$ cat src/rtl/pe_pkg.sv
package pe_pkg;

  //////////////////////////////////////////////////
  // widths
  //////////////////////////////////////////////////

  // node address, also indexes the instruction store
  localparam int NODE_W = 8;
  // generation (colour) of a token
  localparam int GEN_W = 12;
  localparam int DATA_W = 32;
  localparam int IMM_W = 16;
  // default matching memory index width
  localparam int MM_ADDR_W = 4;

  //////////////////////////////////////////////////
  // opcodes
  //////////////////////////////////////////////////

  typedef enum logic [2:0] {
    OP_ADD  = 3'd0,
    OP_SUB  = 3'd1,
    OP_AND  = 3'd2,
    OP_OR   = 3'd3,
    OP_XOR  = 3'd4,
    OP_MUL  = 3'd5,
    OP_LT   = 3'd6,
    OP_PASS = 3'd7
  } opcode_e;

  //////////////////////////////////////////////////
  // stream payloads
  //////////////////////////////////////////////////

  // lr: 0 left, 1 right
  typedef struct packed {
    logic [NODE_W-1:0] node;
    logic [GEN_W-1:0]  gen;
    logic [DATA_W-1:0] opr;
    logic              lr;
    logic              uni;
  } token_t;

  // fired operands, left always in opr0
  // uni marks a single-operand firing, so execute can swap in the immediate
  typedef struct packed {
    logic [NODE_W-1:0] node;
    logic [GEN_W-1:0]  gen;
    logic              uni;
    logic [DATA_W-1:0] opr0;
    logic [DATA_W-1:0] opr1;
  } pair_t;

  // ext 1 sends the result to the ICN, 0 loops it back
  typedef struct packed {
    opcode_e           op;
    logic [NODE_W-1:0] dest_node;
    logic              dest_lr;
    logic              dest_uni;
    logic              ext;
    logic [IMM_W-1:0]  imm;
  } instr_t;

  typedef struct packed {
    pair_t  pair;
    instr_t instr;
  } fetched_t;

endpackage

$ cat src/rtl/token_queue.sv
`timescale 1ns/1ns
module token_queue #(
  parameter type payload_t = pe_pkg::token_t
) (
  input  logic     clk,
  input  logic     rst_n_i,
  input  logic     wr_send_i,
  input  payload_t wr_data_i,
  input  logic     rd_ack_i,
  output logic     wr_ack_o,
  output logic     rd_send_o,
  output payload_t rd_data_o
);

  payload_t   q_mem [2];
  logic       wr_ptr;
  logic       rd_ptr;
  logic [1:0] cnt;
  logic       push;
  logic       pop;

  // ack from count only, keeps the loopback ack path registered
  assign wr_ack_o  = (cnt != 2'd2);
  assign rd_send_o = (cnt != 2'd0);
  assign rd_data_o = q_mem[rd_ptr];

  assign push = wr_send_i && wr_ack_o;
  assign pop  = rd_send_o && rd_ack_i;

  always_ff @(posedge clk or negedge rst_n_i) begin
    if (!rst_n_i) begin
      wr_ptr <= 1'b0;
      rd_ptr <= 1'b0;
      cnt    <= 2'd0;
    end else begin
      if (push) begin
        wr_ptr <= !wr_ptr;
      end
      if (pop) begin
        rd_ptr <= !rd_ptr;
      end
      cnt <= cnt + {1'b0, push} - {1'b0, pop};
    end
  end

  always_ff @(posedge clk) begin
    if (push) begin
      q_mem[wr_ptr] <= wr_data_i;
    end
  end

endmodule

$ cat config.mk
export PLATFORM = sky130hd
export DESIGN_NAME = token_queue
export DESIGN_NICKNAME = d
export VERILOG_FILES = /design/src/rtl/pe_pkg.sv /design/src/rtl/token_queue.sv
export SDC_FILE = /design/constraint.sdc
export NUM_CORES = 1
export LEC_CHECK = 0
export ABC_AREA = 1
export BUFFER_PORTS_ARGS = -buffer_cell sky130_fd_sc_hd__buf_4
export CAP_MARGIN = 40
export CORE_MARGIN = 3
export CORE_UTILIZATION = 35
export DETAILED_ROUTE_END_ITERATION = 6
export GPL_TIMING_DRIVEN = 0
export PLACE_DENSITY = 0.55
export SLEW_MARGIN = 20
export SYNTH_ARGS = -nofsm -noshare
export SYNTH_HDL_FRONTEND = slang
export SYNTH_SLANG_ARGS = --single-unit
$ cat constraint.sdc
create_clock -name clk -period 4.38 [get_ports clk]
set_input_delay 0.876 -clock clk [delete_from_list [all_inputs] [get_ports clk]]
set_output_delay 0.876 -clock clk [all_outputs]
set_load 0.005 [all_outputs]
Word-level counts from Yosys, hierarchy flattened

Memory sizes are Yosys's and may differ from the RTL's.
Cells that the tools add are included.
Widths: inputs -> output; s select.

Flip-flop bits (word level): 4
RAM bits: 108
Input bits: 58
Output and inout port bits: 56
Logic and storage cells: 14
Memories kept: 1

Memory list:

| name  | words | bits a word | rd ports | clocked after memory_dff | wr ports | line              | RTL |
|---|---|---|---|---|---|---|---|
| q_mem | 2     | 54          | 1        | 0                        | 1        | token_queue.sv:15 | `payload_t q_mem [2];` |

Add/subtract/negate cells: 2
Equal/unequal tests: 1
Muxes and demuxes: 2
Reduce and logical (&&, ||, !) cells: 5

Operator list:

| kind               | count |
|---|---|
| $add 2x1->2        | 1 |
| $logic_and 1x1->1  | 2 |
| $logic_not 1->1    | 2 |
| $mux 1             | 2 |
| $ne 2x2->1 const B | 1 |
| $reduce_bool 2->1  | 1 |
| $sub 2x1->2        | 1 |

Longest topological paths before layout

Word-level depth: 4
Gate-level depth with buffers: 12
Mapped depth without buffers: 12

Worst setup path after synthesis

Ideal clock, no wire load.

Kind: input -> register
Start point: input wr_send_i
End point: memory q_mem[0][0] (netlist name) (enable)
Library setup time: 466 ps
Arrival time: 3201 ps
Data required time: 3914 ps
Slack: 713 ps
Cell stages on the path: 2
Path buffers: 0
Cell sequence: nand2_4 nor2_1

Cells in the longest elaborated chain, start to end: 3

Ends and longest elaborated chain:

| what                         | line              | RTL |
|---|---|---|
| start: declaration           | token_queue.sv:7  | `input logic wr_send_i,` |
| $logic_and 1x1->1            | token_queue.sv:27 | `assign push = wr_send_i && wr_ack_o;` |
| $mux 1                       | token_queue.sv:47 | `if (push) begin` |
| $mux 1 (implied by the code) | token_queue.sv:48 | `q_mem[wr_ptr] <= wr_data_i;` |
| end: declaration             | token_queue.sv:15 |  |

No other way between the ends.

==> metrics.yaml <==
post-synth-top-area-cell: "edfxtp_1"
routed_wl_microns: 8140
finClkSkew_ns: 0.00859
grt_pass1_wl_microns: 12400
yosys.area_share.simple_pct: 16.3
synthAdderAreaFrac_pct: 0.299
first_global_vias: 2550
dr.pass1.iters: 4
drive_above_1_share_pct: 33.0
reg2reg_depth: 5
start_util_pct: 36.2
maxSlewViolCount: 0
syn-cell-area_sq_um: 4180
setup_viol: 0
clkLatencyLatePin_ns: 0.34
holdCritPathClass: "in2async"
grt_max_degree: 24
pre_cts_ws_ns: 2.19
synth_top_area_share_pct: 77.5
ctsResizeCount: 0
die_w_microns: 115
cts_hold_buf: 0
finalCritPeriodShare_pct: 52.1
rsz0062_at_grt: "no"
gp_congestion: 0.709
grt-ovfl-total: 0
synth_compound_area_share_pct: 0.239
die_h_microns: 115
ys_ff_latch: 112
start_kind: "flop"
grt_util_all_layers_pct: 12.3
ys_top_cells_by_area: "edfxtp_1, nand2_1, dfrtp_1"
synth_top_family_by_area: "simple AND/OR/NAND/NOR gates"
clock-root-buffer: "clkbuf_16"
detail_route.wl_per_cell_microns: 13.8
crit_path_max_fanout: 10
min_period_ns: 2.28
synthDistinctLibCells: 17
design.die.area_sq_um: 13300
r2r-start: "cnt[0]"
setup_slack_ns: 2.10
seq_area_frac_synth_pct: 79.9
post-place-cells: 573
syn_nets: 372
final_cell_mix: "nand2_1, buf_4, edfxtp_1"
cp-end-kind: "output pin"
dr_total_vias: 2582
layout_commonest_cell: "nand2_1"
ir_drop_mv: 0.245
p_leak_uw: 0.00239
max-slew-margin-rel_pct: 55.1
max_freq_mhz: 438
syn_avg_cell_area_sq_um: 13.4
clock-sinks: 112
viasPerCell: 4.38
fin_tns_setup_ns: 0
coreArea_sq_um: 11600
antenna_found_initial: 0
ys.warnings.count: 0
synth_cells: 313
status: "complete, no violations"
cp.required_ns: 3.50
synthXorXnorAreaFrac_pct: 0.209
htreeDepth: 3
hold_viol_final: 0
n_antenna_cell: 0
row_count: 39
io_pins: 114
antenna_left: 0
setup.worst_path.start: "rd_ptr"
timing.rr.end: "q_mem[0][21]"
critPathKind: "reg2out"
numCtsBuffers: 9
drtIter0Drc: 98
cts_tree: "yes"
drc: 0
layout.nets: 500
crit_arrival_ns: 1.41
tightest_slew_ns: 0.672
syn_to_final_growth_pct: 33.9
utilization_pct: 48.4
path_clk_slew_ns: 0.07
fin_cells: 589
muxShareOfSynthArea_pct: 0
p_per_area_nw_per_um2: 640
hpwl_microns: 5620
regToRegSetupSlack_ns: 2.64
post_cts_buffers: 0
max-clock-path-buffers: 2
port_buffers: 113
drv_cap: 0
## power by group
group          internal (uW)  switching (uW)
sequential              1460            60.3
clock                    388             358
combinational            621             696
total                   2470            1110
## layer usage
layer / vias up / share of wire, % / GRT usage [%]
met1: 1200 / 41 / 13.9
met3: 2 / 6.5 / 4.05
li1: 1303 / - / -
met2: 77 / 52 / 21.9
met4: 0 / 0.41 / 4.23
met5: - / 0 / 0
## worst max path at each step
stage	endpoint	slack (ns)	cells past startpoint
final	rd_data_o[40]	2.10	6
after global routing	rd_data_o[36]	1.98	5
after CTS	rd_data_o[40]	2.04	6
after detailed placement	q_mem[0][18]	2.19	4
after global placement	q_mem[0][24]	-0.92	3
after floorplan	q_mem[0][0]	0.71	2
## registers in the layout, summed over array words and instances, names as in the netlist
register and count:
cnt 2, q_mem 108, rd_ptr 1, wr_ptr 1
## cell type report
cell class              instances  area (sq um)
plain buffers                  11          91.3
clock buffers                  10           229
clock inverters                 6          45.0
fillers                      1051          5960
inverters                       8          35.0
multi-input cells             182           727
flip-flops and latches        112          3340
well taps                     143           179
repair buffers                117           951
## worst max-delay path, stage by stage, from the launching register on
cell	delay (ns)
dfrtp_1	0.36
buf_4	0.18
inv_6	0.13
buf_6	0.16
nand2_1	0.05
nand2_1	0.08
buf_4	0.11
## kinds of logic (layout without fill, tap and decap cells)
| logic type | after synthesis | count (layout) |
|---|---|---|
| AOI/OAI and AO/OA | 2 | 2 |
| xor gates and xnor gates | 1 | 1 |
| adders and majority gates | 1 | 1 |
| buffers and inverters | 19 | 152 |
| DFF | 112 | 112 |
| and+or+nand+nor | 178 | 178 |
## cell usage after synthesis
cell,count
nand2_2,1
nand2_4,1
o21ai_1,1
nand3_1,2
buf_2,4
inv_6,1
nand2_1,169
a21oi_1,1
inv_1,7
buf_4,2
ha_1,1
nor2_2,1
nor2_1,4
xor2_1,1
dfrtp_1,4
buf_6,5
edfxtp_1,108
## metrics by stage
stage | hold WS [ns] | instance area [sq um] | power, uW
after CTS | 0.308 | 5600 | 3660
after floorplan | 0.485 | 4180 | 2170
after global routing | 0.309 | 5600 | 3840
after global placement | 0.499 | 5210 | 2830
after detailed placement | 0.560 | 5330 | 2910
final | 0.321 | 5600 | 3580
Note: power is estimated with default switching activity, not from simulation.
