==> config.mk <==
export PLATFORM = sky130hd
export DESIGN_NAME = alu_exec
export DESIGN_NICKNAME = d
export VERILOG_FILES = /design/src/rtl/pe_pkg.sv /design/src/rtl/alu_exec.sv
export SDC_FILE = /design/constraint.sdc
export NUM_CORES = 1
export LEC_CHECK = 0
export CAP_MARGIN = 10
export CELL_PAD_IN_SITES_DETAIL_PLACEMENT = 0
export CELL_PAD_IN_SITES_GLOBAL_PLACEMENT = 1
export CORE_UTILIZATION = 52
export CTS_BUF_LIST = sky130_fd_sc_hd__clkbuf_4 sky130_fd_sc_hd__clkbuf_8
export CTS_CLUSTER_DIAMETER = 80
export DETAILED_ROUTE_END_ITERATION = 10
export DONT_BUFFER_PORTS = 1
export GPL_TIMING_DRIVEN = 1
export PLACE_DENSITY = 0.82
export RECOVER_POWER = 50
export SYNTH_ARGS = -nofsm -noshare
export SYNTH_HDL_FRONTEND = slang
export SYNTH_SLANG_ARGS = --single-unit
==> constraint.sdc <==
create_clock -name clk -period 3.1 [get_ports clk]
set_input_delay 0.155 -clock clk [delete_from_list [all_inputs] [get_ports clk]]
set_output_delay 0.155 -clock clk [all_outputs]
set_load 0.02 [all_outputs]
==> src/rtl/pe_pkg.sv <==
package pe_pkg;

  //////////////////////////////////////////////////
  // widths
  //////////////////////////////////////////////////

  // node address, also indexes the instruction store
  localparam int NODE_W = 8;
  // generation (colour) of a token
  localparam int GEN_W = 12;
  localparam int DATA_W = 32;
  localparam int IMM_W = 16;
  // default matching memory index width
  localparam int MM_ADDR_W = 4;

  //////////////////////////////////////////////////
  // opcodes
  //////////////////////////////////////////////////

  typedef enum logic [2:0] {
    OP_ADD  = 3'd0,
    OP_SUB  = 3'd1,
    OP_AND  = 3'd2,
    OP_OR   = 3'd3,
    OP_XOR  = 3'd4,
    OP_MUL  = 3'd5,
    OP_LT   = 3'd6,
    OP_PASS = 3'd7
  } opcode_e;

  //////////////////////////////////////////////////
  // stream payloads
  //////////////////////////////////////////////////

  // lr: 0 left, 1 right
  typedef struct packed {
    logic [NODE_W-1:0] node;
    logic [GEN_W-1:0]  gen;
    logic [DATA_W-1:0] opr;
    logic              lr;
    logic              uni;
  } token_t;

  // fired operands, left always in opr0
  // uni marks a single-operand firing, so execute can swap in the immediate
  typedef struct packed {
    logic [NODE_W-1:0] node;
    logic [GEN_W-1:0]  gen;
    logic              uni;
    logic [DATA_W-1:0] opr0;
    logic [DATA_W-1:0] opr1;
  } pair_t;

  // ext 1 sends the result to the ICN, 0 loops it back
  typedef struct packed {
    opcode_e           op;
    logic [NODE_W-1:0] dest_node;
    logic              dest_lr;
    logic              dest_uni;
    logic              ext;
    logic [IMM_W-1:0]  imm;
  } instr_t;

  typedef struct packed {
    pair_t  pair;
    instr_t instr;
  } fetched_t;

endpackage

==> src/rtl/alu_exec.sv <==
`timescale 1ns/1ns
module alu_exec (
  input  logic             clk,
  input  logic             rst_n_i,
  input  logic             in_send_i,
  input  pe_pkg::fetched_t in_item_i,
  input  logic             ext_ack_i,
  input  logic             loop_ack_i,
  output logic             in_ack_o,
  output logic             ext_send_o,
  output logic             loop_send_o,
  output pe_pkg::token_t   res_tok_o
);

  localparam int DATA_W = pe_pkg::DATA_W;
  localparam int IMM_W  = pe_pkg::IMM_W;

  pe_pkg::instr_t    ins;
  logic [DATA_W-1:0] opa;
  logic [DATA_W-1:0] opb;
  logic [DATA_W-1:0] res;
  logic              vld;
  logic              ext_q;
  logic              sel_ack;
  logic              take;

  assign ins = in_item_i.instr;
  assign opa = in_item_i.pair.opr0;
  // uni firing takes the sign-extended immediate as right operand
  assign opb = in_item_i.pair.uni ?
               {{(DATA_W-IMM_W){ins.imm[IMM_W-1]}}, ins.imm} :
               in_item_i.pair.opr1;

  always_comb begin
    case (ins.op)
      pe_pkg::OP_ADD: res = opa + opb;
      pe_pkg::OP_SUB: res = opa - opb;
      pe_pkg::OP_AND: res = opa & opb;
      pe_pkg::OP_OR:  res = opa | opb;
      pe_pkg::OP_XOR: res = opa ^ opb;
      // low half of the product
      pe_pkg::OP_MUL: res = opa * opb;
      pe_pkg::OP_LT:  res = {{(DATA_W-1){1'b0}}, $signed(opa) < $signed(opb)};
      default:        res = opa;
    endcase
  end

  //////////////////////////////////////////////////
  // result register and routing
  //////////////////////////////////////////////////

  assign ext_send_o  = vld && ext_q;
  assign loop_send_o = vld && !ext_q;

  // only the selected queue can drain us
  assign sel_ack  = ext_q ? ext_ack_i : loop_ack_i;
  assign in_ack_o = !vld || sel_ack;
  assign take     = in_send_i && in_ack_o;

  always_ff @(posedge clk or negedge rst_n_i) begin
    if (!rst_n_i) begin
      vld   <= 1'b0;
      ext_q <= 1'b0;
    end else if (take) begin
      vld   <= 1'b1;
      ext_q <= ins.ext;
    end else if (sel_ack) begin
      vld <= 1'b0;
    end
  end

  always_ff @(posedge clk) begin
    if (take) begin
      res_tok_o <= '{node: ins.dest_node, gen: in_item_i.pair.gen, opr: res,
                     lr: ins.dest_lr, uni: ins.dest_uni};
    end
  end

endmodule

* Yosys cells after proc, flatten, opt, wreduce, memory -nomap -nowiden
Index checks and enable logic that the tools add are counted.
** Cells by class
- Add/sub/neg operators :: 2
- $mul :: 1
- $lt $le $gt $ge :: 1
- Equal/unequal tests :: 6
- Muxes and demuxes :: 5
- Bitwise gates (word level) :: 3
- Reduce and logical (&&, ||, !) cells :: 8
** Operators by type and width (number)
- case mux 32 bit (7 select lines) :: 1
- adder 32 bit :: 1
- AND 32 bit :: 1
- < comparator 32 bit :: 1
- multiplier 32 x 32 -> 32 bit :: 1
- two-way mux 32 bit :: 1
- OR 32 bit :: 1
- subtractor 32 bit :: 1
- bitwise XOR 32 bit :: 1
- == test 3 bit (second input constant) :: 3
- == test 3 x 2 -> 1 bit (second input constant) :: 2
- == test 3 x 1 -> 1 bit (second input constant) :: 1
- logical AND 1 bit :: 3
- logical NOT 3 bit :: 1
- two-way mux 1 bit :: 3
- logical NOT 1 bit :: 2
- nonzero test 2 bit :: 1
- logical OR 1 bit :: 1
** Word-level totals
- Flip-flop bits (word level) :: 56
- Bits of input ports :: 120
- Output and inout port bits :: 57
- Logic and storage cells :: 33

* Longest topological paths before layout
Gate-level depths: netlist of the first run.
- Depth after elaboration :: 4
- Depth in mapped cells :: 30
- Gate-level depth less buffers :: 28

* Least setup slack after synthesis of the first run
Ideal clock, no wire load.
- Path kind :: input to register
- Start :: input in_item_i[94] in the netlist's numbering
- End :: register res_tok_o[33] in the netlist's numbering, data pin
- Setup time :: 0.261 ns
- Arrival time :: 7.426 ns
- Required time :: 2.839 ns
- Path slack :: -4.587 ns
- Stages on the path :: 28
- Buffers on the path :: 3
- Cells stage by stage :: buf_6 buf_12 mux2i_2 clkbuf_1 nor2_1 fa_1 fa_1 fa_1 inv_1 fa_1 inv_1 fa_1 inv_1 fa_1 inv_1 fa_1 fa_1 ha_1 a21o_1 a21o_1 a21oi_1 nor2b_1 a211oi_1 a21oi_1 o311ai_0 nand3_1 nor3b_1 o32a_1
** Between the ends
- Longest elaborated chain between the ends :: 3
- Elaborated cells on any way between the ends :: 8
- Classes of those cells :: add/sub (2); mul (1); mux (2); bitwise (3)
** RTL lines
- start: declaration :: line alu_exec.sv:6 : input pe_pkg::fetched_t in_item_i,
- two-way mux 32 bit (*) :: line alu_exec.sv:30 : assign opb = in_item_i.pair.uni ?
- multiplier 32 x 32 -> 32 bit, or another cell as far along :: line alu_exec.sv:42 : pe_pkg::OP_MUL: res = opa * opb;
- case mux 32 bit (7 select lines) (*) :: line alu_exec.sv:35 : case (ins.op)
- via res[31] :: line alu_exec.sv:21 : logic [DATA_W-1:0] res;
- end signal: assignment :: line alu_exec.sv:74 : res_tok_o <= '{node: ins.dest_node, gen: in_item_i.pair.gen, opr: res,
- end: declaration :: line alu_exec.sv:12 : output pe_pkg::token_t res_tok_o
Mark *: on every way through the listed nets, which the timed path passes. The rest lies on a longest branch.
A chain may end at the register's enable or synchronous reset.

* Final worst setup path of the first run
- Start :: input in_item_i[94] in the netlist's numbering
- End :: register res_tok_o[28] in the netlist's numbering, data pin
The elaborated chain is that of the path after synthesis.

==> flow_metrics.tcl, run 1 <==
set metrics [dict create \
    outcome "finished, violations left" \
    violations "setup timing" \
    max_slew_margin_pct 33.1 \
    synth_edf_count 54 \
    gp_congestion 1.01 \
    synthesis.instances 2642 \
    hold_viol_final 0 \
    yosysSeqAreaShare_pct 7.45 \
    cp-end-kind "flip-flop" \
    skew_ns 0.0194 \
    root_buffer "clkbuf_8" \
    n_fill_cell 3384 \
    worst_setup_path_start_kind "input port" \
    htree_levels 2 \
    num_rows 75 \
    dp.final_hpwl_um 76400 \
    critical_path.max_stage_delay_ns 0.56 \
    ys_ff_latch 56 \
    worstMarginPinSlew_ns 0.997 \
    rsz0062_at_grt "yes" \
    worstPathRequired_ns 3.22 \
    worst_ep_arrival_time_ns 6.92 \
    die_x_um 210 \
    wl_per_cell_um 27.2 \
    cts.clk_slew.worst_paths_ns 0.13 \
    fin_nets 3828 \
    die_area_um2 44000 \
    cpMostUsedCell "fa_1" \
    worstSetupPathType "in2reg" \
    first_pass_iters 8 \
    m1WireLength_um 34700 \
    grt_util_all_layers_pct 44.7 \
    initialDrtViolationCount 2181 \
    syn-num-nets 3392 \
    core_um2 42200 \
    cp_max_fo 20 \
    syn_area_um2 22400 \
    cts_buffers 5 \
    max_cap_viol_count 0 \
    first_global_vias 23000 \
    io_pins 177 \
    routed-wl-met2_um 45100 \
    vias 22000 \
    crit_slowest_cell "fa_1" \
    period_needed_ns 6.81 \
    cts_sinks 56 \
    clk-insertion-delay-late_ns 0.35 \
    antenna_left 0 \
    avgSynthCellArea_um2 8.49 \
    min_period_over_period_pct 220 \
    grt_pass1_wl_um 143000 \
    ys_types 88 \
    syn_to_final_growth_pct 28.0 \
    route.met3.wl_um 10500 \
    routed_wl_um 98300 \
    layout-drive-gt1-share_pct 26.6 \
    grt_antenna_before_repair 4 \
    final_common_cell "buf_4" \
    start_util_pct 53.1 \
    stdcell_count 3619 \
    async_reset_ff_share_pct 3.57 \
    routed.top_layer "met5" \
    overflow 0 \
    dpl.cell_count 3539 \
    final-setup-viol-count 30 \
    clk_path_buf_depth 2 \
    vias_per_cell 6.07 \
    ys.flop_type "edfxtp_1" \
    portBuffers 0 \
    setup_slack_ns -3.71 \
    slew_viol_final 0 \
    final_cell_mix "buf_4, inv_1, fa_1" \
    hold_path.class "in2async" \
    die_h_um 210 \
    grt_max_degree 70 \
    drc 0 \
    max_freq_mhz 147 \
    ys_warn_count 0 \
    cts_tree "yes" \
]
kinds of logic after synthesis:
group,Yosys count,share of synthesized area [%]
DFF,56,7.45
adders and majority gates,630,48.9
xor gates and xnor gates,101,4.04
and+or+nand+nor,783,14.4
AOI/OAI and AO/OA,424,12.9
buffers and inverters,618,10.6
muxes,30,1.71
metal layers:
layer  track usage, %  vias up
met3             10.2      439
met2             72.2     1437
met4             27.8        6
met1             54.3    10900
li1                 -     9215
met5                0        -
state kept, by name, indices dropped and copies added, names as in the netlist:
register and cells:
ext_q 1, res_tok_o 54, vld 1
cells in the mapped netlist, drive strengths merged (19+ instances only):
| master | instances | area share, % |
|---|---|---|
| inv | 479 | 8.1 |
| fa | 410 | 37 |
| nor2 | 402 | 6.7 |
| nand2 | 255 | 4.3 |
| ha | 220 | 12 |
| a21oi | 163 | 4.3 |
| clkbuf | 105 | 1.8 |
| xnor2 | 81 | 3.2 |
| o21ai | 58 | 1.3 |
| edfxtp | 54 | 7.2 |
| nor3 | 30 | 0.67 |
| a21o | 23 | 0.78 |
| buf | 23 | 0.62 |
| mux2i | 20 | 1.1 |
| xor2 | 19 | 0.74 |
per-stage QoR:
stage | TNS [ns] | worst slack [ns] | hold slack, ns | cell area, um2 | utilization, %
after floorplan | -83.78 | -4.03 | -0.141 | 22700 | -
after global placement | -97.63 | -4.29 | -0.141 | 26600 | 63.1
after detailed placement | -99.51 | -4.32 | -0.141 | 26600 | 63.1
after CTS | -82.09 | -3.62 | 0.00291 | 28300 | 67.1
after global routing | -88.53 | -3.88 | -0.00856 | 28700 | 68.0
final | -85.53 | -3.71 | 0.0124 | 28700 | 68.0
worst paths after layout:
kind | from | end | slack (ns) | depth (start not counted)
min | rst_n_i | ext_q | 0.01 | 1
max reg2reg | ext_q | ext_q | 1.24 | 5
max in group asynchronous | rst_n_i | vld | 2.96 | 1
max | in_item_i[94] | res_tok_o[28] | -3.71 | 25
min reg2reg | ext_q | ext_q | 0.60 | 1
min in group clk | in_item_i[65] | res_tok_o[5] | 0.01 | 1
cell type report:
cell class / count / area (um2) / area share [%]
inverter: 490 / 1870 / 6.52
clock buffer: 5 / 68.8 / 0.240
antenna: 1 / 2.50 / 0.00872
tap: 539 / 674 / 2.35
timing repair buffer: 557 / 4660 / 16.2
clock inverter: 3 / 33.8 / 0.118
sequential: 56 / 1670 / 5.82
multi-input combinational: 1968 / 19700 / 68.7
repair_timing:
| action | 4_1_cts | 5_1_grt |
|---|---|---|
| endpoints found under the hold margin | 28 | 0 |
| hold buffers | 27 | 0 |
| setup buffers | 42 | 13 |
| setup endpoints to repair | 29 | 30 |
| gates resized for setup | 209 | 68 |
| pin swaps | 122 | 68 |
worst max-delay path: cells and delay by family:
| kind | cells | cell delay (ns) |
|---|---|---|
| mux | 1 | 0.25 |
| simple gates | 3 | 0.49 |
| compound gates | 5 | 0.72 |
| xor+xnor | 1 | 0.20 |
| fa+ha+maj | 9 | 4.36 |
| buf+inv | 6 | 0.71 |
Power of run 1 is not shown: default switching activity piles up to over one toggle a cycle in this logic, so the estimate is an artifact.
==> run 2: changes to the inputs <==
--- a/config.mk
+++ b/config.mk
@@ -8,13 +8,13 @@
 export CAP_MARGIN = 10
 export CELL_PAD_IN_SITES_DETAIL_PLACEMENT = 0
 export CELL_PAD_IN_SITES_GLOBAL_PLACEMENT = 1
-export CORE_UTILIZATION = 52
+export CORE_UTILIZATION = 42
 export CTS_BUF_LIST = sky130_fd_sc_hd__clkbuf_4 sky130_fd_sc_hd__clkbuf_8
 export CTS_CLUSTER_DIAMETER = 80
 export DETAILED_ROUTE_END_ITERATION = 10
 export DONT_BUFFER_PORTS = 1
 export GPL_TIMING_DRIVEN = 1
-export PLACE_DENSITY = 0.82
+export PLACE_DENSITY = 0.68
 export RECOVER_POWER = 50
 export SYNTH_ARGS = -nofsm -noshare
 export SYNTH_HDL_FRONTEND = slang
==> flow_metrics.tcl, run 2 (synthesis gave the netlist of run 1 again) <==
set metrics [dict create \
    outcome "finished, violations left" \
    violations "setup timing" \
    worst_ep_arrival_time_ns 7.01 \
    htree_levels 2 \
    core_um2 52700 \
    routed_wl_um 100000 \
    setup_slack_ns -3.75 \
    top_register "res_tok_o" \
    clk-insertion-delay-late_ns 0.39 \
    max_slew_margin_pct 39.5 \
    max_freq_mhz 146 \
    num_rows 84 \
    first_global_vias 22100 \
    first_pass_iters 6 \
    cts.clk_slew.worst_paths_ns 0.15 \
    vias_per_cell 5.63 \
    n_fill_cell 4843 \
    worstMarginPinSlew_ns 0.902 \
    max_cap_viol_count 0 \
    cp_max_fo 20 \
    reg_top3 "res_tok_o x54, ext_q x1, vld x1" \
    initialDrtViolationCount 1926 \
    worstPathRequired_ns 3.26 \
    setup_tns_ns -83.58 \
    die_x_um 233 \
    syn_to_final_growth_pct 30.9 \
    clk_path_buf_depth 2 \
    fin_nets 3844 \
    dp.final_hpwl_um 81100 \
    final_common_cell "buf_4" \
    die_h_um 233 \
    period_needed_ns 6.85 \
    grt_pass1_wl_um 145000 \
    cts_tree "yes" \
    crit_slowest_cell "fa_1" \
    die_area_um2 54300 \
    final-setup-viol-count 30 \
    grt_max_degree 70 \
    cts_buffers 5 \
    cts_sinks 56 \
    vias 21300 \
    io_pins 177 \
    cpMostUsedCell "fa_1" \
    hold_viol_final 0 \
    cp-end-kind "flip-flop" \
    skew_ns 0.0223 \
    overflow 0 \
    largest_register_ffs 54 \
    antenna_left 0 \
    critical_path.max_stage_delay_ns 0.61 \
    root_buffer "clkbuf_8" \
    stdcell_count 3784 \
    final_cell_mix "buf_4, inv_1, nor2_1" \
    hold_path.class "in2reg" \
    worstSetupPathType "in2reg" \
    drc 0 \
    portBuffers 0 \
    rsz0062_at_grt "yes" \
    grt_antenna_before_repair 2 \
    gp_congestion 1.01 \
    dpl.cell_count 3696 \
    worst_setup_path_start_kind "input port" \
    layout-drive-gt1-share_pct 27.4 \
    wl_per_cell_um 26.5 \
    slew_viol_final 0 \
    start_util_pct 42.6 \
    grt_util_all_layers_pct 37.3 \
    min_period_over_period_pct 221 \
]
## run 2: critical path, delay by kind of cell
| kind | cells | cell delay [ns] |
|---|---|---|
| simple gates | 4 | 0.39 |
| buf+inv | 5 | 0.34 |
| mux | 1 | 0.30 |
| fa+ha+maj | 9 | 4.26 |
| compound gates | 7 | 1.51 |
## run 2: final cells by class
class	count	area (um2)	share of cell area, %
Clock inverter	3	33.8	0.115
Tap cell	688	861	2.93
Antenna cell	1	2.50	0.00852
Timing Repair Buffer	573	5010	17.1
Multi-Input combinational cell	1968	19800	67.6
Sequential cell	56	1670	5.69
Inverter	490	1880	6.41
Clock buffer	5	68.8	0.234
## run 2: metrics by stage
stage               hold WS (ns)  cell area (um2)  util (%)  setup slack, ns
floorplan                 -0.141            22700         -            -4.03
global placement          -0.141            27000      51.2            -4.39
global route             0.00366            29400      55.8            -3.87
detailed placement        -0.141            27000      51.2            -4.39
finish                   0.00693            29400      55.8            -3.75
CTS                      0.00161            28100      53.4            -3.69
## run 2: worst paths after layout
kind                       depth (start not counted)       endpoint     startpoint  slack (ns)
hold reg to reg                                    1          ext_q          ext_q        0.60
max in group asynchronous                          2            vld        rst_n_i        2.42
setup / recovery                                  26  res_tok_o[33]  in_item_i[94]       -3.75
setup reg to reg                                   4  res_tok_o[52]          ext_q        0.90
min in group asynchronous                          2          ext_q        rst_n_i        0.55
hold / removal                                     1  res_tok_o[23]  in_item_i[83]       0.007
## run 2: timing repair
action / in CTS / in global routing
gates cloned: 0 / 0
hold buffers: 32 / 1
hold endpoints to repair: 32 / 1
endpoints found under the setup margin: 29 / 30
pin swaps: 55 / 131
setup buffers: 23 / 31
gates resized for setup: 100 / 218
## run 2: routing by layer
metal	global-route usage, %	vias up	share of wire (%)
met1	48.8	10900	40
li1	-	9270	-
met4	15.7	2	5.2
met5	0	-	0.014
met2	61.9	931	47
met3	4.87	232	7.1
Power of run 2 is left out for the same reason.
