$ cat config.mk
export PLATFORM = sky130hd
export DESIGN_NAME = token_merge
export DESIGN_NICKNAME = d
export VERILOG_FILES = /design/src/rtl/pe_pkg.sv /design/src/rtl/token_merge.sv
export SDC_FILE = /design/constraint.sdc
export NUM_CORES = 1
export LEC_CHECK = 0
export BUFFER_PORTS_ARGS = -buffer_cell sky130_fd_sc_hd__buf_2
export CORE_AREA = 2 2 81 83
export DETAILED_ROUTE_END_ITERATION = 10
export DIE_AREA = 0 0 83 85
export PLACE_DENSITY = 0.78
export SYNTH_ARGS = -nofsm -noshare
export SYNTH_HDL_FRONTEND = slang
export SYNTH_SLANG_ARGS = --single-unit
export TNS_END_PERCENT = 100
$ cat constraint.sdc
create_clock -name clk -period 3.9 [get_ports clk]
set_input_delay 0 -clock clk [delete_from_list [all_inputs] [get_ports clk]]
set_output_delay 0 -clock clk [all_outputs]
set_load 0.1 [all_outputs]
$ cat src/rtl/pe_pkg.sv
package pe_pkg;

  //////////////////////////////////////////////////
  // widths
  //////////////////////////////////////////////////

  // node address, also indexes the instruction store
  localparam int NODE_W = 8;
  // generation (colour) of a token
  localparam int GEN_W = 12;
  localparam int DATA_W = 32;
  localparam int IMM_W = 16;
  // default matching memory index width
  localparam int MM_ADDR_W = 4;

  //////////////////////////////////////////////////
  // opcodes
  //////////////////////////////////////////////////

  typedef enum logic [2:0] {
    OP_ADD  = 3'd0,
    OP_SUB  = 3'd1,
    OP_AND  = 3'd2,
    OP_OR   = 3'd3,
    OP_XOR  = 3'd4,
    OP_MUL  = 3'd5,
    OP_LT   = 3'd6,
    OP_PASS = 3'd7
  } opcode_e;

  //////////////////////////////////////////////////
  // stream payloads
  //////////////////////////////////////////////////

  // lr: 0 left, 1 right
  typedef struct packed {
    logic [NODE_W-1:0] node;
    logic [GEN_W-1:0]  gen;
    logic [DATA_W-1:0] opr;
    logic              lr;
    logic              uni;
  } token_t;

  // fired operands, left always in opr0
  // uni marks a single-operand firing, so execute can swap in the immediate
  typedef struct packed {
    logic [NODE_W-1:0] node;
    logic [GEN_W-1:0]  gen;
    logic              uni;
    logic [DATA_W-1:0] opr0;
    logic [DATA_W-1:0] opr1;
  } pair_t;

  // ext 1 sends the result to the ICN, 0 loops it back
  typedef struct packed {
    opcode_e           op;
    logic [NODE_W-1:0] dest_node;
    logic              dest_lr;
    logic              dest_uni;
    logic              ext;
    logic [IMM_W-1:0]  imm;
  } instr_t;

  typedef struct packed {
    pair_t  pair;
    instr_t instr;
  } fetched_t;

endpackage

$ cat src/rtl/token_merge.sv
`timescale 1ns/1ns
module token_merge (
  input  logic           clk,
  input  logic           rst_n_i,
  input  logic           ext_send_i,
  input  pe_pkg::token_t ext_tok_i,
  input  logic           loop_send_i,
  input  pe_pkg::token_t loop_tok_i,
  input  logic           out_ack_i,
  output logic           ext_ack_o,
  output logic           loop_ack_o,
  output logic           out_send_o,
  output pe_pkg::token_t out_tok_o
);

  logic room;
  logic take;

  // output slot free, or drained this cycle
  assign room = !out_send_o || out_ack_i;

  // loopback wins so loops drain first
  assign loop_ack_o = room && loop_send_i;
  assign ext_ack_o  = room && !loop_send_i;

  assign take = (loop_send_i || ext_send_i) && room;

  always_ff @(posedge clk or negedge rst_n_i) begin
    if (!rst_n_i) begin
      out_send_o <= 1'b0;
    end else if (take) begin
      out_send_o <= 1'b1;
    end else if (out_ack_i) begin
      out_send_o <= 1'b0;
    end
  end

  always_ff @(posedge clk) begin
    if (take) begin
      out_tok_o <= loop_send_i ? loop_tok_i : ext_tok_i;
    end
  end

endmodule

# Word level (Yosys, flattened, before mapping)
# Cells that the tools add are included.
# totals
word_cells	17
out_inout_bits	57
regBits	55
# classes
n_mux	3
n_reduce_logical	8
# ops
cell	n
$mux 54	1
$logic_and 1x1->1	3
$logic_not 1->1	2
$logic_or 1x1->1	2
$mux 1	2
$reduce_bool 2->1	1

# Depth between registers and ports, before layout
# Gate-level depths: netlist (run 1).
# logic_depth
ltp_word	4
mapped_depth	4
depth_no_buf	2

# Worst setup path before layout (run 1)
# OpenSTA, ideal clock, no wires.
# synth_timing
path_type	register to register
startpoint	reg out_send_o
endpoint	reg out_tok_o[0] (netlist name) (enable)
path_slack_ns	0.124
t_arrival_ns	3.309
n_path_buf	0
setup_ns	0.466
stages_incl_launch_ff	3
t_required_ns	3.434
cell_sequence	dfrtp_1 -> nor2b_1 -> nor2_1
# synth_between
elab_chain_len	3
# synth_lines
item	line_no	text
start, declared	token_merge.sv:12	output logic out_send_o,
start signal, assigned	token_merge.sv:30	out_send_o <= 1'b0;
start signal, assigned	token_merge.sv:32	out_send_o <= 1'b1;
start signal, assigned	token_merge.sv:34	out_send_o <= 1'b0;
$logic_not 1->1	token_merge.sv:20	assign room = !out_send_o || out_ack_i;
$logic_or 1x1->1	token_merge.sv:20	
$logic_and 1x1->1	token_merge.sv:26	assign take = (loop_send_i || ext_send_i) && room;
named net take	token_merge.sv:17	logic take;
end signal, assigned	token_merge.sv:40	out_tok_o <= loop_send_i ? loop_tok_i : ext_tok_i;
end, declared	token_merge.sv:13	output pe_pkg::token_t out_tok_o
# The timed path passes the listed nets, and every way through them passes these cells.
# A chain may end at the register's enable or synchronous reset.

# Worst setup path in the final report (run 1)
# Ends and elaborated chain as after synthesis.

==> metrics.md, run 1 <==
| Metric | Value |
|---|---|
| Peak per-stage delay on the critical path | `0.54 ns` |
| Most common library cell in the layout ignoring fill and taps | `sky130_fd_sc_hd__buf_2` |
| Failing checks | `negative hold slack` |
| Top-area cell type share of the netlist area | `66.33%` |
| Number of unique standard cell types used by synthesis | `11` |
| First drt pass iteration count | `6` |
| Area of the multi-input gates | `750.7 um^2` |
| Fraction of layout instances using a drive strength above 1 | `60.84%` |
| Die Span Y | `85 um` |
| Worst-path fanout max | `30` |
| Main area contributors after synthesis | `sky130_fd_sc_hd__edfxtp_1 66%, sky130_fd_sc_hd__mux2_4 17%, sky130_fd_sc_hd__mux2_2 12%` |
| Sequential fraction of design power | `43.9%` |
| Hold WC Path Type | `input pin to flip-flop` |
| Commonest non-fill, non-tap cells in the layout | `169 x sky130_fd_sc_hd__buf_2, 88 x sky130_fd_sc_hd__dlygate4sd3_1, 54 x sky130_fd_sc_hd__edfxtp_1` |
| Post-CTS Setup Bufs | `0` |
| Antenna diode count | `0` |
| Syn. warnings | `0` |
| Slowest stage cell on the critical path | `sky130_fd_sc_hd__nor2_4` |
| Clock Power Share | `18.4%` |
| Post-DP Area | `0.003354 mm^2` |
| Worst EP arrival | `1.92 ns` |
| Clock network latency to the later pin of the worst-skew pair | `0.31 ns` |
| Placed cells | `364` |
| Setup Crit Path Kind | `flip-flop to flip-flop` |
| PD cells | `377.5 mW/mm^2` |
| Post-Route Hold Slack | `-0.001722 ns` |
| Number of buffers inserted during clock tree synthesis | `5` |
| Leak pwr | `1.958 nW` |
| DIE WIDTH | `83 um` |
| Via-to-Cell Ratio | `4.604` |
| Fraction of power spent switching nets | `37.25%` |
| Tmin final | `1.950 ns` |
| Post-detailed-route count of antenna-violating nets | `0` |
| Timing-limited maximum frequency | `512.7 MHz` |
| Number of cells produced by synthesis | `122` |
| Net Switching | `0.0006081 W` |
| Endpoints failing hold | `1` |
| Max transition margin | `43.77%` |
| Cts repair resizes | `0` |
| Post-route clock skew | `0.008132 ns` |
| Total of hold buffers inserted after clock tree synthesis | `82` |
| Combined buffer and inverter count along the critical path | `1` |
| Final setup vio count | `0` |
| Total number of placement rows | `29` |
| Net count after synthesis | `235` |
| Post-route non-filler standard cell count | `460` |
| Clock-pin slew of the registers on the worst-case setup and hold paths | `0.09 ns` |
| GR Util All Layers | `19.95%` |
| H-tree depth | `2` |
| Required time of the critical path | `3.87 ns` |
| Worst ir drop on vdd | `0.0002584 V` |
| Synthesized flop and latch total | `55` |
| Drt first-iter violations | `54` |
| Global-route wire length before repair | `10,880 um` |
| Final global-route overflow total | `0` |
| Sequential cell area | `0.001647 mm^2` |
| Post-detail-place hpwl | `4299 um` |
| Via count of the first global-routing pass | `2,255` |
| Effective utilization at floorplan | `39.40%` |
| Post-layout instance area | `0.004324 mm^2` |
| Share of the core filled with cells | `69.69%` |
| Number of buffers added on ports | `169` |
| Placer congestion estimate | `0.6988` |
| Count of pins over their slew limit | `0` |
| Family with the most delay on the worst path | `simple AND/OR/NAND/NOR gates` |
| Layout net count | `495` |
| Number of antenna violations at the first check in global routing | `0` |
| Synthesis-to-layout area growth | `76.87%` |
| Filler Cell Count | `417` |
| Internal power | `0.001024 W` |
| Longest Clk Path Bufs | `2` |
| Aggregate negative setup slack | `0 ns` |
| Total wirelength of the detailed-routed design | `7161 um` |
| Area of the core | `0.006205 mm^2` |
| Sequential share of the synthesized area | `67.35%` |
| Maximum capacitance violations | `0` |
| Combinational share of power | `37.7%` |
| Pin count of the biggest net entering global routing | `57` |
| Cell-by-cell trace of the critical path | `nor2b_1, nor2_4, buf_4` |
| Remaining design rule violation count | `0` |
| Final period util | `50.01%` |
| Result of the run | `complete, but fails checks` |
| Boundary Pins | `170` |
| Crit path setup slack, layout | `1.950 ns` |
| Pre-CTS setup slack | `1.960 ns` |
| Sinks on the clock net | `55` |
| Transition time at the pin with the least slew margin | `0.8434 ns` |
| Critical Path End Type | `flip-flop` |
| Largest area contributor in the netlist | `sky130_fd_sc_hd__edfxtp_1` |
| Average detailed-routed wire length per instance | `15.57 um` |
| CTS tree | `yes` |
| Clock tree root driver cell | `sky130_fd_sc_hd__clkbuf_8` |
| Cell area after synthesis | `0.002445 mm^2` |
| Area of the die | `0.007055 mm^2` |
| Kind of start point of the critical path | `flip-flop` |
| Routed vias | `2,118` |
| RSZ-0062 raised after global routing | `false` |
| Mean post-synth cell area | `20.04 um^2` |
[final cells by class]
cell class | instances | share of cell area (%)
Timing Repair Buffer | 259 | 40.28
Sequential cell | 55 | 38.08
Multi-Input combinational cell | 61 | 17.36
Tap cell | 77 | 2.228
Clock buffer | 5 | 1.591
Clock inverter | 3 | 0.4630
[worst register-to-register path, stage by stage, from the launching register on]
cell                      delay (ns)
sky130_fd_sc_hd__dfrtp_1        0.42
sky130_fd_sc_hd__nor2b_1        0.18
sky130_fd_sc_hd__nor2_4         0.54
sky130_fd_sc_hd__buf_4          0.48
[through the flow]
stage / total power (W) / hold WS [ns]
after global routing: 0.001693 / -0.003150
after floorplan: 0.001147 / -0.2956
final: 0.001633 / -0.001722
after CTS: 0.001634 / 0.0001505
after detailed placement: 0.001259 / -0.2242
after global placement: 0.001253 / -0.2246
[Yosys cell counts (all sizes together)]
cell type / instances
nor2: 3
mux2: 54
nand2: 1
nand2b: 1
dfrtp: 1
edfxtp: 54
and2: 1
buf: 6
nor2b: 1
[kinds of logic (layout without fill, tap and decap cells)]
logic type | count (synthesis) | after routing | share of synthesized area, %
buf+inv | 6 | 267 | 2.252
mux | 54 | 54 | 29.02
simple gates | 7 | 7 | 1.382
flops | 55 | 55 | 67.35
[sequential cells by signal, indices dropped and copies added (netlist names)]
name,cells
out_send_o,1
out_tok_o,54
[power groups by stage]
stage | registers, W | clock network [W] | logic [W]
6_report | 0.000717 | 0.000301 | 0.000615
5_1_grt | 0.000722 | 0.000335 | 0.000637
4_1_cts | 0.000717 | 0.000313 | 0.000604
3_5_place_dp | 0.000731 | 0 | 0.000528
3_3_place_gp | 0.000729 | 0 | 0.000525
2_1_floorplan | 0.00105 | 0 | 0.0000981
[final timing paths]
check | slack, ns | from | cells after the start | to
hold reg to reg | 1.05 | out_send_o | 2 | out_tok_o[46]
setup reg to reg | 1.95 | out_send_o | 3 | out_tok_o[0]
max in group asynchronous | 3.28 | rst_n_i | 3 | out_send_o
setup / recovery | 1.95 | out_send_o | 3 | out_tok_o[0]
hold / removal | -0.002 | loop_tok_i[44] | 2 | out_tok_o[44]
min in group asynchronous | 0.52 | rst_n_i | 3 | out_send_o
[layer usage]
layer  vias up  global-route usage, %  wire (um)
met3        15                  5.642        625
met2       139                  38.20       3825
met1       977                  20.61       2532
met4         0                  7.452        177
met5         -                      0          0
li1        987                      -          -
No activity file was read; power rests on OpenSTA's default activity.
==> run 2: changes to the inputs <==
--- a/config.mk
+++ b/config.mk
@@ -6,10 +6,10 @@
 export NUM_CORES = 1
 export LEC_CHECK = 0
 export BUFFER_PORTS_ARGS = -buffer_cell sky130_fd_sc_hd__buf_2
-export CORE_AREA = 2 2 81 83
+export CORE_AREA = 2 2 85 87
 export DETAILED_ROUTE_END_ITERATION = 10
-export DIE_AREA = 0 0 83 85
-export PLACE_DENSITY = 0.78
+export DIE_AREA = 0 0 87 89
+export PLACE_DENSITY = 0.74
 export SYNTH_ARGS = -nofsm -noshare
 export SYNTH_HDL_FRONTEND = slang
 export SYNTH_SLANG_ARGS = --single-unit
==> constraint.sdc (replaced) <==
create_clock -name clk -period 1.6 [get_ports clk]
set_input_delay 0 -clock clk [delete_from_list [all_inputs] [get_ports clk]]
set_output_delay 0 -clock clk [all_outputs]
set_load 0.1 [all_outputs]
==> metrics.md, run 2 (same netlist as run 1, synthesis figures left out) <==
| Metric | Value |
|---|---|
| Result of the run | `completed` |
| Worst-path fanout max | `1` |
| Family with the most delay on the worst path | `buffers and inverters` |
| Area of the core | `0.006719 mm^2` |
| Effective utilization at floorplan | `36.39%` |
| Clock-pin slew of the registers on the worst-case setup and hold paths | `0.10 ns` |
| Peak per-stage delay on the critical path | `0.56 ns` |
| Number of antenna violations at the first check in global routing | `0` |
| Hold WC Path Type | `input pin to async pin` |
| Longest Clk Path Bufs | `2` |
| Post-detailed-route count of antenna-violating nets | `0` |
| Boundary Pins | `170` |
| H-tree depth | `2` |
| Worst ir drop on vdd | `0.0005437 V` |
| Cts repair resizes | `0` |
| Most common library cell in the layout ignoring fill and taps | `sky130_fd_sc_hd__buf_2` |
| Clock network latency to the later pin of the worst-skew pair | `0.30 ns` |
| Largest register by flop count | `out_tok_o` |
| Net Switching | `0.001473 W` |
| Die Span Y | `89 um` |
| Total number of placement rows | `30` |
| Critical Path End Type | `flip-flop` |
| Setup Crit Path Kind | `input pin to flip-flop` |
| Number of buffers added on ports | `169` |
| Pin count of the biggest net entering global routing | `39` |
| Transition time at the pin with the least slew margin | `0.5169 ns` |
| Total chip power | `0.004083 W` |
| DIE WIDTH | `87 um` |
| Max transition margin | `65.78%` |
| Flip-flop count of the largest register, all copies and words added | `54` |
| Post-detail-place hpwl | `4687 um` |
| Area of the die | `0.007743 mm^2` |
| Kind of start point of the critical path | `input pin` |
| Maximum capacitance violations | `0` |
| Cell repeated most along the worst path | `sky130_fd_sc_hd__dlygate4sd3_1` |
| Cell-by-cell trace of the critical path | `dlygate4sd3_1, buf_2, mux2_4, dlygate4sd3_1` |
| Fraction of power spent switching nets | `36.07%` |
| Post-route clock skew | `0.007422 ns` |
| Remaining design rule violation count | `0` |
| Post-CTS Setup Bufs | `0` |
| Total wirelength of the detailed-routed design | `6883 um` |
| Sequential fraction of design power | `42.8%` |
| Final setup vio count | `0` |
| Layout net count | `471` |
| Commonest non-fill, non-tap cells in the layout | `168 x sky130_fd_sc_hd__buf_2, 61 x sky130_fd_sc_hd__dlygate4sd3_1, 54 x sky130_fd_sc_hd__edfxtp_1` |
| Drt first-iter violations | `78` |
| Combined buffer and inverter count along the critical path | `3` |
| Combinational share of power | `35.5%` |
| CTS tree | `yes` |
| Timing-limited maximum frequency | `699.3 MHz` |
| Via count of the first global-routing pass | `1,994` |
| Leak pwr | `1.887 nW` |
| Internal power | `0.002610 W` |
| GR Util All Layers | `16.43%` |
| Via-to-Cell Ratio | `4.498` |
| Tmin final | `1.430 ns` |
| Sinks on the clock net | `55` |
| Placer congestion estimate | `0.7949` |
| Endpoints failing hold | `0` |
| Count of pins over their slew limit | `0` |
| Slowest stage cell on the critical path | `sky130_fd_sc_hd__dlygate4sd3_1` |
| PD cells | `986.5 mW/mm^2` |
| First drt pass iteration count | `4` |
| Final global-route overflow total | `0` |
| RSZ-0062 raised after global routing | `false` |
| Antenna diode count | `0` |
| Clock tree root driver cell | `sky130_fd_sc_hd__clkbuf_8` |
| Registers with the most flip-flops | `out_tok_o (54), out_send_o (1)` |
| Fraction of layout instances using a drive strength above 1 | `66.76%` |
| Global-route wire length before repair | `9597 um` |
| Synthesis-to-layout area growth | `69.29%` |
| Clock Power Share | `21.7%` |
| Post-Route Hold Slack | `0.007249 ns` |
| Worst EP arrival | `1.48 ns` |
| Routed vias | `1,970` |
| Final period util | `89.37%` |
| Required time of the critical path | `1.65 ns` |
| Average detailed-routed wire length per instance | `15.71 um` |
| Number of buffers inserted during clock tree synthesis | `5` |
| Share of the core filled with cells | `61.60%` |
[run 2: cell types whose count changed in the layout (fill, tap and decap cells not counted), sizes merged]
cell / change
buf: +3
clkinv: -2
dlygate4sd3: -27
bufinv: +1
[run 2: worst paths after layout]
check / from / end / slack, ns / depth (start not counted)
max in group asynchronous: rst_n_i / out_send_o / 1.49 / 2
worst min register to register: out_send_o / out_send_o / 0.57 / 2
worst min-delay path: rst_n_i / out_send_o / 0.007 / 2
worst max-delay path: ext_tok_i[47] / out_tok_o[47] / 0.17 / 4
worst max register to register: out_send_o / out_tok_o[27] / 0.30 / 3
min in group clk: ext_tok_i[23] / out_tok_o[23] / 0.01 / 2
[run 2: worst register-to-register path, delay by kind of cell (launching register included)]
kind	cells	cell delay, ns
DFF	1	0.49
buffers and inverters	1	0.23
and+or+nand+nor	2	0.25
[run 2: cell type report]
class / count / area (um^2)
fillers: 510 / 2580
clock buffers: 5 / 68.82
well taps: 80 / 100.1
clock inverters: 2 / 37.54
flip-flops and latches: 55 / 1650
multi-input cells: 61 / 760.7
repair buffers: 235 / 1521
[run 2: power groups by stage]
stage | Combinational [W] | Clock [W] | Sequential (W)
6_report | 0.00145 | 0.000885 | 0.00175
5_1_grt | 0.00150 | 0.000964 | 0.00176
4_1_cts | 0.00143 | 0.000909 | 0.00175
3_5_place_dp | 0.00131 | 0 | 0.00178
3_3_place_gp | 0.00130 | 0 | 0.00178
2_1_floorplan | 0.000244 | 0 | 0.00255
[run 2: what timing repair did]
action	CTS	global route
hold endpoints to repair	33	7
hold buffers	53	8
endpoints found under the setup margin	0	0
[run 2: metal layers]
layer	track usage (%)	vias to the layer above	share of wire, %
li1	-	941	-
met1	16.70	905	35
met2	32.13	112	54
met3	3.786	12	8.3
met4	6.676	0	2.4
met5	0	-	0
[run 2: stage by stage]
step | cells | cell area, um^2 | setup TNS (ns) | setup WS [ns]
CTS | 430 | 4059 | 0 | 0.1631
global placement | 370 | 3422 | 0 | 0.3318
detailed placement | 370 | 3422 | 0 | 0.3080
floorplan | 122 | 2466 | -21.72 | -0.4022
global route | 438 | 4139 | 0 | 0.1446
finish | 438 | 4139 | 0 | 0.1701
